<file path="config.mk">
export PLATFORM = sky130hd
export DESIGN_NAME = usb3_dev_top
export DESIGN_NICKNAME = d
export VERILOG_FILES = /design/src/rtl/usb3_link_pkg.sv /design/src/rtl/usb3_pipe_pkg.sv /design/src/rtl/link_stream_if.sv /design/src/rtl/usb3_dev_top.sv /design/src/rtl/usb3_endp_fifo.sv /design/src/rtl/usb3_endp_router.sv /design/src/rtl/usb3_reset_strap.sv /design/src/rtl/usb3_rx_packer.sv /design/src/rtl/usb3_tx_arbiter.sv
export SDC_FILE = /design/constraint.sdc
export NUM_CORES = 1
export LEC_CHECK = 0
export BUFFER_PORTS_ARGS = -buffer_cell sky130_fd_sc_hd__buf_2
export CAP_MARGIN = 30
export CORE_ASPECT_RATIO = 1.2
export CORE_MARGIN = 3
export CORE_UTILIZATION = 60
export CTS_BUF_LIST = sky130_fd_sc_hd__clkbuf_2 sky130_fd_sc_hd__clkbuf_4 sky130_fd_sc_hd__clkbuf_8
export DETAILED_ROUTE_END_ITERATION = 8
export PLACE_DENSITY = 0.77
export SETUP_SLACK_MARGIN = 0.15
export SYNTH_ARGS = -nofsm -noshare
export SYNTH_HDL_FRONTEND = slang
export SYNTH_SLANG_ARGS = --single-unit
</file>
<file path="constraint.sdc">
create_clock -name local_pclk_half -period 1.94 [get_ports local_pclk_half]
set_input_delay 0.097 -clock local_pclk_half [delete_from_list [all_inputs] [get_ports local_pclk_half]]
set_output_delay 0.097 -clock local_pclk_half [all_outputs]
set_load 0.02 [all_outputs]
</file>
<file path="src/rtl/usb3_link_pkg.sv">
/*
 * Link word format and endpoint buffering constants.
 * header decode looks only at the SHP K-code in byte 0 and the endpoint field
 */

package usb3_link_pkg;

	localparam int LINK_DATA_W = 32;
	localparam int LINK_K_W    = 4;

	// start of header packet K-code
	localparam logic [7:0] K_SHP = 8'h5c;

	// endpoint field sits at bits 11:8 of a header word
	localparam int HDR_ENDP_LSB = 8;
	localparam int ENDP_FIELD_W = 4;

	// endpoint buffering
	localparam int NUM_ENDP   = 4;
	localparam int ENDP_W     = 2;		// index width for NUM_ENDP
	localparam int FIFO_DEPTH = 4;		// words per endpoint

	// link word with its per-byte K flags
	typedef struct packed {
		logic [LINK_DATA_W-1:0] data;
		logic [LINK_K_W-1:0]    datak;
	} link_word_t;

endpackage

</file>
<file path="src/rtl/usb3_pipe_pkg.sv">
/*
 * PIPE side constants for a 16-bit SDR PIPE3 PHY.
 * strap value assumes a PHY that samples tx_margin as its SSC select during reset
 */

package usb3_pipe_pkg;

	// receive beat as delivered by the PHY
	localparam int PIPE_DATA_W = 16;
	localparam int PIPE_K_W    = 2;		// one K flag per byte

	// transmit margin pins, doubling as straps while in reset
	localparam int TX_MARGIN_W = 3;

	// spread spectrum clocking disabled
	localparam logic [TX_MARGIN_W-1:0] STRAP_SSC_DIS = 3'b011;

	// flops in the reset release synchronizer
	localparam int RST_SYNC_STAGES = 2;

endpackage

</file>
<file path="src/rtl/link_stream_if.sv">
/*
 * valid/ready stream of link words; word is held stable from valid until accepted.
 * overrun is a sticky flag that travels alongside from the source
 */

`timescale 1ns/10ps

interface link_stream_if import usb3_link_pkg::*; ();

	logic       valid;
	logic       ready;
	link_word_t word;
	logic       overrun;	// sticky, word dropped somewhere upstream

	modport source (output valid, output word, output overrun, input ready);
	modport sink   (input valid, input word, input overrun, output ready);

endinterface

</file>
<file path="src/rtl/usb3_dev_top.sv">
/*
 * USB 3.0 device receive path: PIPE beats to per-endpoint output stream.
 * single clock local_pclk_half; PIPE receive has no back-pressure, see rx_overflow
 */

`timescale 1ns/10ps

module usb3_dev_top import usb3_pipe_pkg::*, usb3_link_pkg::*; (
	input  logic                   local_pclk_half,
	input  logic                   rst_n,
	input  logic                   pll_locked,
	input  logic                   phy_pwrpresent,

	input  logic [PIPE_DATA_W-1:0] phy_rx_data,
	input  logic [PIPE_K_W-1:0]    phy_rx_datak,
	input  logic                   phy_rx_valid,
	input  logic [TX_MARGIN_W-1:0] tx_margin_cfg,
	output logic [TX_MARGIN_W-1:0] phy_tx_margin,

	output logic                   out_valid,
	input  logic                   out_ready,
	output logic [LINK_DATA_W-1:0] out_data,
	output logic [ENDP_W-1:0]      out_endp,
	output logic                   rx_overflow
);

	logic                                 link_rst_n;
	logic [NUM_ENDP-1:0]                  wr_valid;
	logic [NUM_ENDP-1:0]                  wr_ready;
	logic [NUM_ENDP-1:0][LINK_DATA_W-1:0] wr_data;
	logic [NUM_ENDP-1:0]                  rd_valid;
	logic [NUM_ENDP-1:0]                  rd_ready;
	logic [NUM_ENDP-1:0][LINK_DATA_W-1:0] rd_data;

	link_stream_if link_s ();

	assign rx_overflow = link_s.overrun;

	////////////////////////////////////////////////////////////////////////////
	// reset, straps and PIPE receive

	usb3_reset_strap irst (
		.local_pclk_half (local_pclk_half),
		.rst_n           (rst_n),
		.pll_locked      (pll_locked),
		.phy_pwrpresent  (phy_pwrpresent),
		.tx_margin_cfg   (tx_margin_cfg),
		.link_rst_n      (link_rst_n),
		.phy_tx_margin   (phy_tx_margin)
	);

	usb3_rx_packer ipack (
		.local_pclk_half (local_pclk_half),
		.link_rst_n      (link_rst_n),
		.phy_rx_data     (phy_rx_data),
		.phy_rx_datak    (phy_rx_datak),
		.phy_rx_valid    (phy_rx_valid),
		.link_out        (link_s.source)
	);

	////////////////////////////////////////////////////////////////////////////
	// endpoint routing and buffering

	usb3_endp_router iroute (
		.local_pclk_half (local_pclk_half),
		.link_rst_n      (link_rst_n),
		.link_in         (link_s.sink),
		.wr_ready        (wr_ready),
		.wr_valid        (wr_valid),
		.wr_data         (wr_data)
	);

	for (genvar i = 0; i < NUM_ENDP; i++) begin : g_endp
		usb3_endp_fifo ififo (
			.local_pclk_half (local_pclk_half),
			.link_rst_n      (link_rst_n),
			.wr_valid        (wr_valid[i]),
			.wr_data         (wr_data[i]),
			.wr_ready        (wr_ready[i]),
			.rd_valid        (rd_valid[i]),
			.rd_ready        (rd_ready[i]),
			.rd_data         (rd_data[i])
		);
	end

	usb3_tx_arbiter iarb (
		.local_pclk_half (local_pclk_half),
		.link_rst_n      (link_rst_n),
		.rd_valid        (rd_valid),
		.rd_data         (rd_data),
		.rd_ready        (rd_ready),
		.out_valid       (out_valid),
		.out_ready       (out_ready),
		.out_data        (out_data),
		.out_endp        (out_endp)
	);

endmodule

</file>
<file path="src/rtl/usb3_endp_fifo.sv">
/*
 * Per-endpoint FIFO of FIFO_DEPTH link data words.
 * written word shows on rd_valid the next cycle, wr_ready low while full
 */

`timescale 1ns/10ps

module usb3_endp_fifo import usb3_link_pkg::*; (
	input  logic                   local_pclk_half,
	input  logic                   link_rst_n,
	input  logic                   wr_valid,
	input  logic [LINK_DATA_W-1:0] wr_data,
	output logic                   wr_ready,
	output logic                   rd_valid,
	input  logic                   rd_ready,
	output logic [LINK_DATA_W-1:0] rd_data
);

	typedef logic [$clog2(FIFO_DEPTH)-1:0] ptr_t;
	typedef logic [$clog2(FIFO_DEPTH):0]   cnt_t;

	logic [LINK_DATA_W-1:0] mem [FIFO_DEPTH];
	ptr_t                   wr_ptr;
	ptr_t                   rd_ptr;
	cnt_t                   count;
	logic                   push;
	logic                   pop;

	function automatic ptr_t next_ptr(input ptr_t p);
		return (p == ptr_t'(FIFO_DEPTH - 1)) ? '0 : p + 1'b1;
	endfunction

	assign wr_ready = (count != cnt_t'(FIFO_DEPTH));
	assign rd_valid = (count != '0);
	assign rd_data  = mem[rd_ptr];
	assign push     = wr_valid & wr_ready;
	assign pop      = rd_valid & rd_ready;

	always_ff @(posedge local_pclk_half or negedge link_rst_n) begin
		if (!link_rst_n) begin
			wr_ptr <= '0;
			rd_ptr <= '0;
			count  <= '0;
		end else begin
			if (push)
				wr_ptr <= next_ptr(wr_ptr);
			if (pop)
				rd_ptr <= next_ptr(rd_ptr);
			if (push && !pop)
				count <= count + 1'b1;
			else if (pop && !push)
				count <= count - 1'b1;
		end
	end

	always_ff @(posedge local_pclk_half) begin
		if (push)
			mem[wr_ptr] <= wr_data;
	end

endmodule

</file>
<file path="src/rtl/usb3_endp_router.sv">
/*
 * Steers data words to the endpoint named by the last SHP header.
 * headers, other K-words and words on a closed route are consumed without output
 */

`timescale 1ns/10ps

module usb3_endp_router import usb3_link_pkg::*; (
	input  logic                                 local_pclk_half,
	input  logic                                 link_rst_n,
	link_stream_if.sink                          link_in,
	input  logic [NUM_ENDP-1:0]                  wr_ready,
	output logic [NUM_ENDP-1:0]                  wr_valid,
	output logic [NUM_ENDP-1:0][LINK_DATA_W-1:0] wr_data
);

	link_word_t              w;
	logic                    is_hdr;
	logic                    is_data;		// no K flags at all
	logic                    fwd;
	logic [ENDP_FIELD_W-1:0] hdr_endp;
	logic [ENDP_W-1:0]       cur_endp;
	logic                    route_open;

	assign w        = link_in.word;
	assign is_hdr   = w.datak[0] && (w.data[7:0] == K_SHP);
	assign is_data  = (w.datak == '0);
	assign hdr_endp = w.data[HDR_ENDP_LSB +: ENDP_FIELD_W];
	assign fwd      = is_data & route_open;

	// no extra cycle, stall only when the chosen buffer is full
	assign link_in.ready = fwd ? wr_ready[cur_endp] : 1'b1;

	always_comb begin
		for (int i = 0; i < NUM_ENDP; i++) begin
			wr_valid[i] = link_in.valid & fwd & (cur_endp == ENDP_W'(i));
			wr_data[i]  = w.data;
		end
	end

	// header always accepted, so valid alone is a transfer here
	always_ff @(posedge local_pclk_half or negedge link_rst_n) begin
		if (!link_rst_n) begin
			cur_endp   <= '0;
			route_open <= 1'b0;
		end else if (link_in.valid && is_hdr) begin
			cur_endp   <= hdr_endp[ENDP_W-1:0];
			route_open <= (hdr_endp < ENDP_FIELD_W'(NUM_ENDP));	// out of range closes
		end
	end

endmodule

</file>
<file path="src/rtl/usb3_reset_strap.sv">
/*
 * Local reset from external reset, PLL lock and VBUS present.
 * asserts asynchronously, releases after RST_SYNC_STAGES edges of local_pclk_half
 */

`timescale 1ns/10ps

module usb3_reset_strap import usb3_pipe_pkg::*; (
	input  logic                   local_pclk_half,
	input  logic                   rst_n,
	input  logic                   pll_locked,
	input  logic                   phy_pwrpresent,
	input  logic [TX_MARGIN_W-1:0] tx_margin_cfg,
	output logic                   link_rst_n,
	output logic [TX_MARGIN_W-1:0] phy_tx_margin
);

	logic                       local_ok;		// all qualifiers present
	logic [RST_SYNC_STAGES-1:0] sync_q;

	assign local_ok = rst_n & pll_locked & phy_pwrpresent;

	// any qualifier dropping resets at once, release is synchronized
	always_ff @(posedge local_pclk_half or negedge local_ok) begin
		if (!local_ok) begin
			sync_q <= '0;
		end else begin
			sync_q <= {sync_q[RST_SYNC_STAGES-2:0], 1'b1};
		end
	end

	assign link_rst_n = sync_q[RST_SYNC_STAGES-1];

	// PHY samples margin pins as straps while we hold it in reset
	assign phy_tx_margin = link_rst_n ? tx_margin_cfg : STRAP_SSC_DIS;

endmodule

</file>
<file path="src/rtl/usb3_rx_packer.sv">
/*
 * Packs pairs of 16-bit PIPE beats into 32-bit link words, low beat first.
 * PIPE receive cannot stall: a word completing while the last is unaccepted is dropped
 * and overrun sticks high until link reset
 */

`timescale 1ns/10ps

module usb3_rx_packer import usb3_pipe_pkg::*, usb3_link_pkg::*; (
	input  logic                   local_pclk_half,
	input  logic                   link_rst_n,
	input  logic [PIPE_DATA_W-1:0] phy_rx_data,
	input  logic [PIPE_K_W-1:0]    phy_rx_datak,
	input  logic                   phy_rx_valid,
	link_stream_if.source          link_out
);

	logic                   hi_half;	// next beat fills the high half
	logic [PIPE_DATA_W-1:0] lo_data;
	logic [PIPE_K_W-1:0]    lo_k;
	link_word_t             word_q;
	logic                   valid_q;
	logic                   overrun_q;
	logic                   word_done;	// second beat of a pair this cycle
	logic                   hold_busy;	// held word not taken this cycle

	assign word_done = phy_rx_valid & hi_half;
	assign hold_busy = valid_q & ~link_out.ready;

	////////////////////////////////////////////////////////////////////////////
	// half tracking and output handshake

	always_ff @(posedge local_pclk_half or negedge link_rst_n) begin
		if (!link_rst_n) begin
			hi_half   <= 1'b0;
			valid_q   <= 1'b0;
			overrun_q <= 1'b0;
		end else begin
			if (phy_rx_valid)
				hi_half <= ~hi_half;

			if (word_done && hold_busy)
				overrun_q <= 1'b1;		// new word lost

			if (word_done && !hold_busy)
				valid_q <= 1'b1;
			else if (link_out.ready)
				valid_q <= 1'b0;
		end
	end

	////////////////////////////////////////////////////////////////////////////
	// word assembly

	always_ff @(posedge local_pclk_half) begin
		if (phy_rx_valid && !hi_half) begin
			lo_data <= phy_rx_data;
			lo_k    <= phy_rx_datak;
		end
		if (word_done && !hold_busy) begin
			word_q.data  <= {phy_rx_data, lo_data};
			word_q.datak <= {phy_rx_datak, lo_k};
		end
	end

	assign link_out.valid   = valid_q;
	assign link_out.word    = word_q;
	assign link_out.overrun = overrun_q;

endmodule

</file>
<file path="src/rtl/usb3_tx_arbiter.sv">
/*
 * Round-robin drain of the endpoint FIFOs into one registered output stream.
 * search starts one past the last granted endpoint; endpoint 0 first after reset
 */

`timescale 1ns/10ps

module usb3_tx_arbiter import usb3_link_pkg::*; (
	input  logic                                 local_pclk_half,
	input  logic                                 link_rst_n,
	input  logic [NUM_ENDP-1:0]                  rd_valid,
	input  logic [NUM_ENDP-1:0][LINK_DATA_W-1:0] rd_data,
	output logic [NUM_ENDP-1:0]                  rd_ready,
	output logic                                 out_valid,
	input  logic                                 out_ready,
	output logic [LINK_DATA_W-1:0]               out_data,
	output logic [ENDP_W-1:0]                    out_endp
);

	logic              load_ok;	// output register free or leaving
	logic              found;
	logic [ENDP_W-1:0] gnt;
	logic [ENDP_W-1:0] last_q;	// last granted endpoint
	logic              take;

	assign load_ok = ~out_valid | out_ready;
	assign take    = load_ok & found;

	////////////////////////////////////////////////////////////////////////////
	// grant search, upward from last_q + 1 with wrap

	always_comb begin
		logic [ENDP_W-1:0] idx;

		found = 1'b0;
		gnt   = last_q;
		for (int k = 1; k <= NUM_ENDP; k++) begin
			idx = ENDP_W'((int'(last_q) + k) % NUM_ENDP);
			if (!found && rd_valid[idx]) begin
				found = 1'b1;
				gnt   = idx;
			end
		end
	end

	always_comb begin
		for (int i = 0; i < NUM_ENDP; i++)
			rd_ready[i] = take & (gnt == ENDP_W'(i));
	end

	////////////////////////////////////////////////////////////////////////////
	// output register

	always_ff @(posedge local_pclk_half or negedge link_rst_n) begin
		if (!link_rst_n) begin
			out_valid <= 1'b0;
			last_q    <= ENDP_W'(NUM_ENDP - 1);	// so endpoint 0 is tried first
		end else if (take) begin
			out_valid <= 1'b1;
			last_q    <= gnt;
		end else if (out_ready) begin
			out_valid <= 1'b0;
		end
	end

	// holds under back-pressure since take needs load_ok
	always_ff @(posedge local_pclk_half) begin
		if (take) begin
			out_data <= rd_data[gnt];
			out_endp <= gnt;
		end
	end

endmodule

</file>
==> impl_metrics.ini <==
[yosys]
synthAdderAreaFrac_pct = 1.56
ys_warn_count = 0
ys.flop_type = edfxtp_1
synth_compound_area_share_pct = 0.639
synthCells = 1079
synth-seq-cells = 639
synthesis.area_sq_mm = 0.0245
synth_edf_count = 600
seq_area_frac_synth_pct = 77.7
yosys.area_share.simple_pct = 1.70
synth_top_family_by_area = multiplexers
yosysUniqueCellTypes = 50
syn_avg_cell_area_sq_um = 22.7
synth-async-reset-ratio_pct = 6.10
yosys.area_share.xor_xnor_pct = 0.465
synth_mux_area_share_pct = 16.8
syn_nets = 1134

[floorplan]
num_rows = 80
die_w_microns = 190
start_util_pct = 61.1
io_pins = 66
die_area_sq_mm = 0.0432
core_sq_mm = 0.0400
die_h_microns = 227

[setup_path]
r2r-start = g_endp[2].ififo.count[2]
start_kind = flop
critPathRequiredTime_ps = 2320
crit_type = reg -> reg
crit_path_end_kind = flop
critPathMaxFanout = 7
cp_data_arrival_time_ps = 3170
startpoint = g_endp[2].ififo.count[2]

[finish]
antennaDiodeCount = 0
instances_no_fill = 2144
final_nets = 1592
areaGrowthSynthToFinish_pct = 32.9
fillers = 1630
layout-drive-gt1-share_pct = 47.4

[power_and_ir_drop]
power.total_w = 0.0333
p_leak_nw = 11.5
power_density_mw_per_mm2 = 1020
max-vdd-ir-drop_v = 0.000802

[timing]
finalCritPeriodShare_pct = 144
setup_ws_ps = -849
slew_headroom_pct = 49.2
skew_ps = 46.1
fin_setup_tns_ps = -289660
rsz0062_at_grt = true
finalSetupViolCount = 648
hold_ws_ps = 165
hold_viol = 0
slew_viol_final = 0
fmax_ghz = 0.359
worst_slew_pin_slew_ps = 762
fin_crit_ps = 2790

[cts]
clk_path_buf_depth = 3
cts_tree = built
cts.clk_slew.worst_paths_ps = 70
clk_latency_ps = 670
clkSinkCount = 639
clock-root-buffer = clkbuf_8
cts_made_buffers = 92
htreeDepth = 3

[detailed_routing]
routed_wl_microns = 77200
first_pass_iters = 6
vias = 14295
viasPerCell = 6.67
antenna_left = 0
wl_per_cell_microns = 36.0
drc = 0
initialDrtViolationCount = 2080

[global_routing]
grt_pass1_wl_microns = 102000
grt.overflow.total = 0
grt_max_degree = 38
track_usage_pct = 34.0
antenna_found_initial = 2
grt_pass1_vias = 14678

[placed_design]
dp_hpwl_microns = 32600
port_buffers = 65
dp.cells = 1778
gp_congestion = 0.815

[run_status]
run_status = complete, but fails checks
violations = setup timing

[run]
maxCapViolCount = 0

[worst_hold_path]
min_from = phy_rx_data[14]
hold_path.class = in -> reg
final timing paths:
kind                                             endpoint  slack [ps]  cells past startpoint
worst max-delay path                     iarb.out_data[8]        -850                     10
worst min-delay path              ipack.link_out.word[34]         170                      2
worst max register to register           iarb.out_data[8]        -850                     10
worst min register to register  g_endp[1].ififo.rd_ptr[1]         360                      1
max in group asynchronous                  irst.sync_q[1]         290                      6
min in group asynchronous       g_endp[1].ififo.rd_ptr[1]         360                      1
metal layers:
layer / wire length (microns) / up-vias / track usage (%) / part of all wire, %
li1: - / 5398 / - / -
met1: 24300 / 7264 / 42.6 / 31
met2: 38200 / 1351 / 56.1 / 50
met3: 9650 / 278 / 8.16 / 13
met4: 4990 / 4 / 17.9 / 6.5
met5: 21 / - / 0 / 0.027
Yosys cell counts, types with 4 or more instances:
cell / n / area share, %
edfxtp_1: 600 / 74
mux4_2: 128 / 12
mux2i_1: 96 / 3.9
dfrtp_1: 37 / 3.8
clkbuf_1: 24 / 0.37
ha_1: 24 / 1.2
nor2_1: 20 / 0.31
mux2_2: 19 / 0.87
and2_1: 17 / 0.43
inv_1: 15 / 0.23
nand2_1: 15 / 0.23
xor2_1: 9 / 0.32
buf_6: 7 / 0.32
buf_2: 4 / 0.082
fa_1: 4 / 0.33
nor3_1: 4 / 0.082
o21ai_0: 4 / 0.082
xnor2_1: 4 / 0.14
repair_timing:
| action | 4_1_cts | 5_1_grt |
|---|---|---|
| endpoints found under the setup margin | 646 | 651 |
| pin swaps | 31 | 24 |
| gates cloned | 43 | 3 |
| resized for setup | 140 | 59 |
| endpoints found under the hold margin | 43 | 0 |
| buffers inserted | 102 | 25 |
| hold buffers | 25 | 0 |
kinds of logic (layout without fill, tap and decap cells):
family,Yosys count,in the layout
xor+xnor,13,13
other cells,1,1
flops,639,639
mux,246,246
buf+inv,58,590
fa+ha+maj,28,28
compound gates,16,16
simple gates,78,78
critical path: stages (launching register included):
cell	delay (ps)
dfrtp_1	380
or3_4	400
o22a_1	240
o21ai_4	210
buf_6	130
buf_4	140
buf_4	130
buf_12	140
buf_16	180
mux2i_1	360
mux2i_1	180
power breakdown:
part | switching, W | internal, W | leakage (nW) | total [W]
registers | 0.000863 | 0.0164 | 5.92 | 0.0173
logic | 0.00263 | 0.00210 | 4.67 | 0.00474
clock network | 0.00544 | 0.00583 | 0.961 | 0.0113
per-stage QoR:
stage / worst slack [ps] / util (%) / area [sq um]
floorplan: -599 / - / 24600
global placement: -584 / 67.6 / 27100
detailed placement: -682 / 67.7 / 27100
CTS: -599 / 79.9 / 32000
global route: -842 / 81.2 / 32500
finish: -849 / 81.2 / 32500
sequential cells by signal, summed over array words and instances (netlist names):
register and count:
g_endp.ififo.count 12, g_endp.ififo.mem 512, g_endp.ififo.rd_ptr 8, g_endp.ififo.wr_ptr 8, iarb.last_q 2, iarb.out_data 32, iarb.out_endp 2, iarb.out_valid 1
ipack.hi_half 1, ipack.link_out.overrun 1, ipack.link_out.valid 1, ipack.link_out.word 36, ipack.lo_data 16, ipack.lo_k 2, iroute.cur_endp 2, iroute.route_open 1
irst.sync_q 2
cell usage in the layout (no fill, tap or decap), types with 25 or more instances in the layout:
cell	synthesis	routed
edfxtp_1	600	600
mux4_2	128	128
buf_4	3	122
clkbuf_8	0	94
buf_12	0	84
mux2i_1	96	71
buf_2	4	65
buf_6	7	49
buf_16	0	44
clkinv_1	0	31
dfrtp_1	37	28
clkbuf_4	1	27
dlygate4sd3_1	0	25
area by class of cell:
| cell class | count | area [sq um] | area share (%) |
|---|---|---|---|
| Sequential cell | 639 | 19000 | 58.5 |
| Multi-Input combinational cell | 382 | 5670 | 17.4 |
| Timing Repair Buffer | 406 | 5250 | 16.1 |
| Clock buffer | 121 | 1500 | 4.60 |
| Tap cell | 533 | 667 | 2.05 |
| Clock inverter | 47 | 354 | 1.09 |
| Inverter | 16 | 60.1 | 0.185 |
Power figures use the tool's default switching activity.
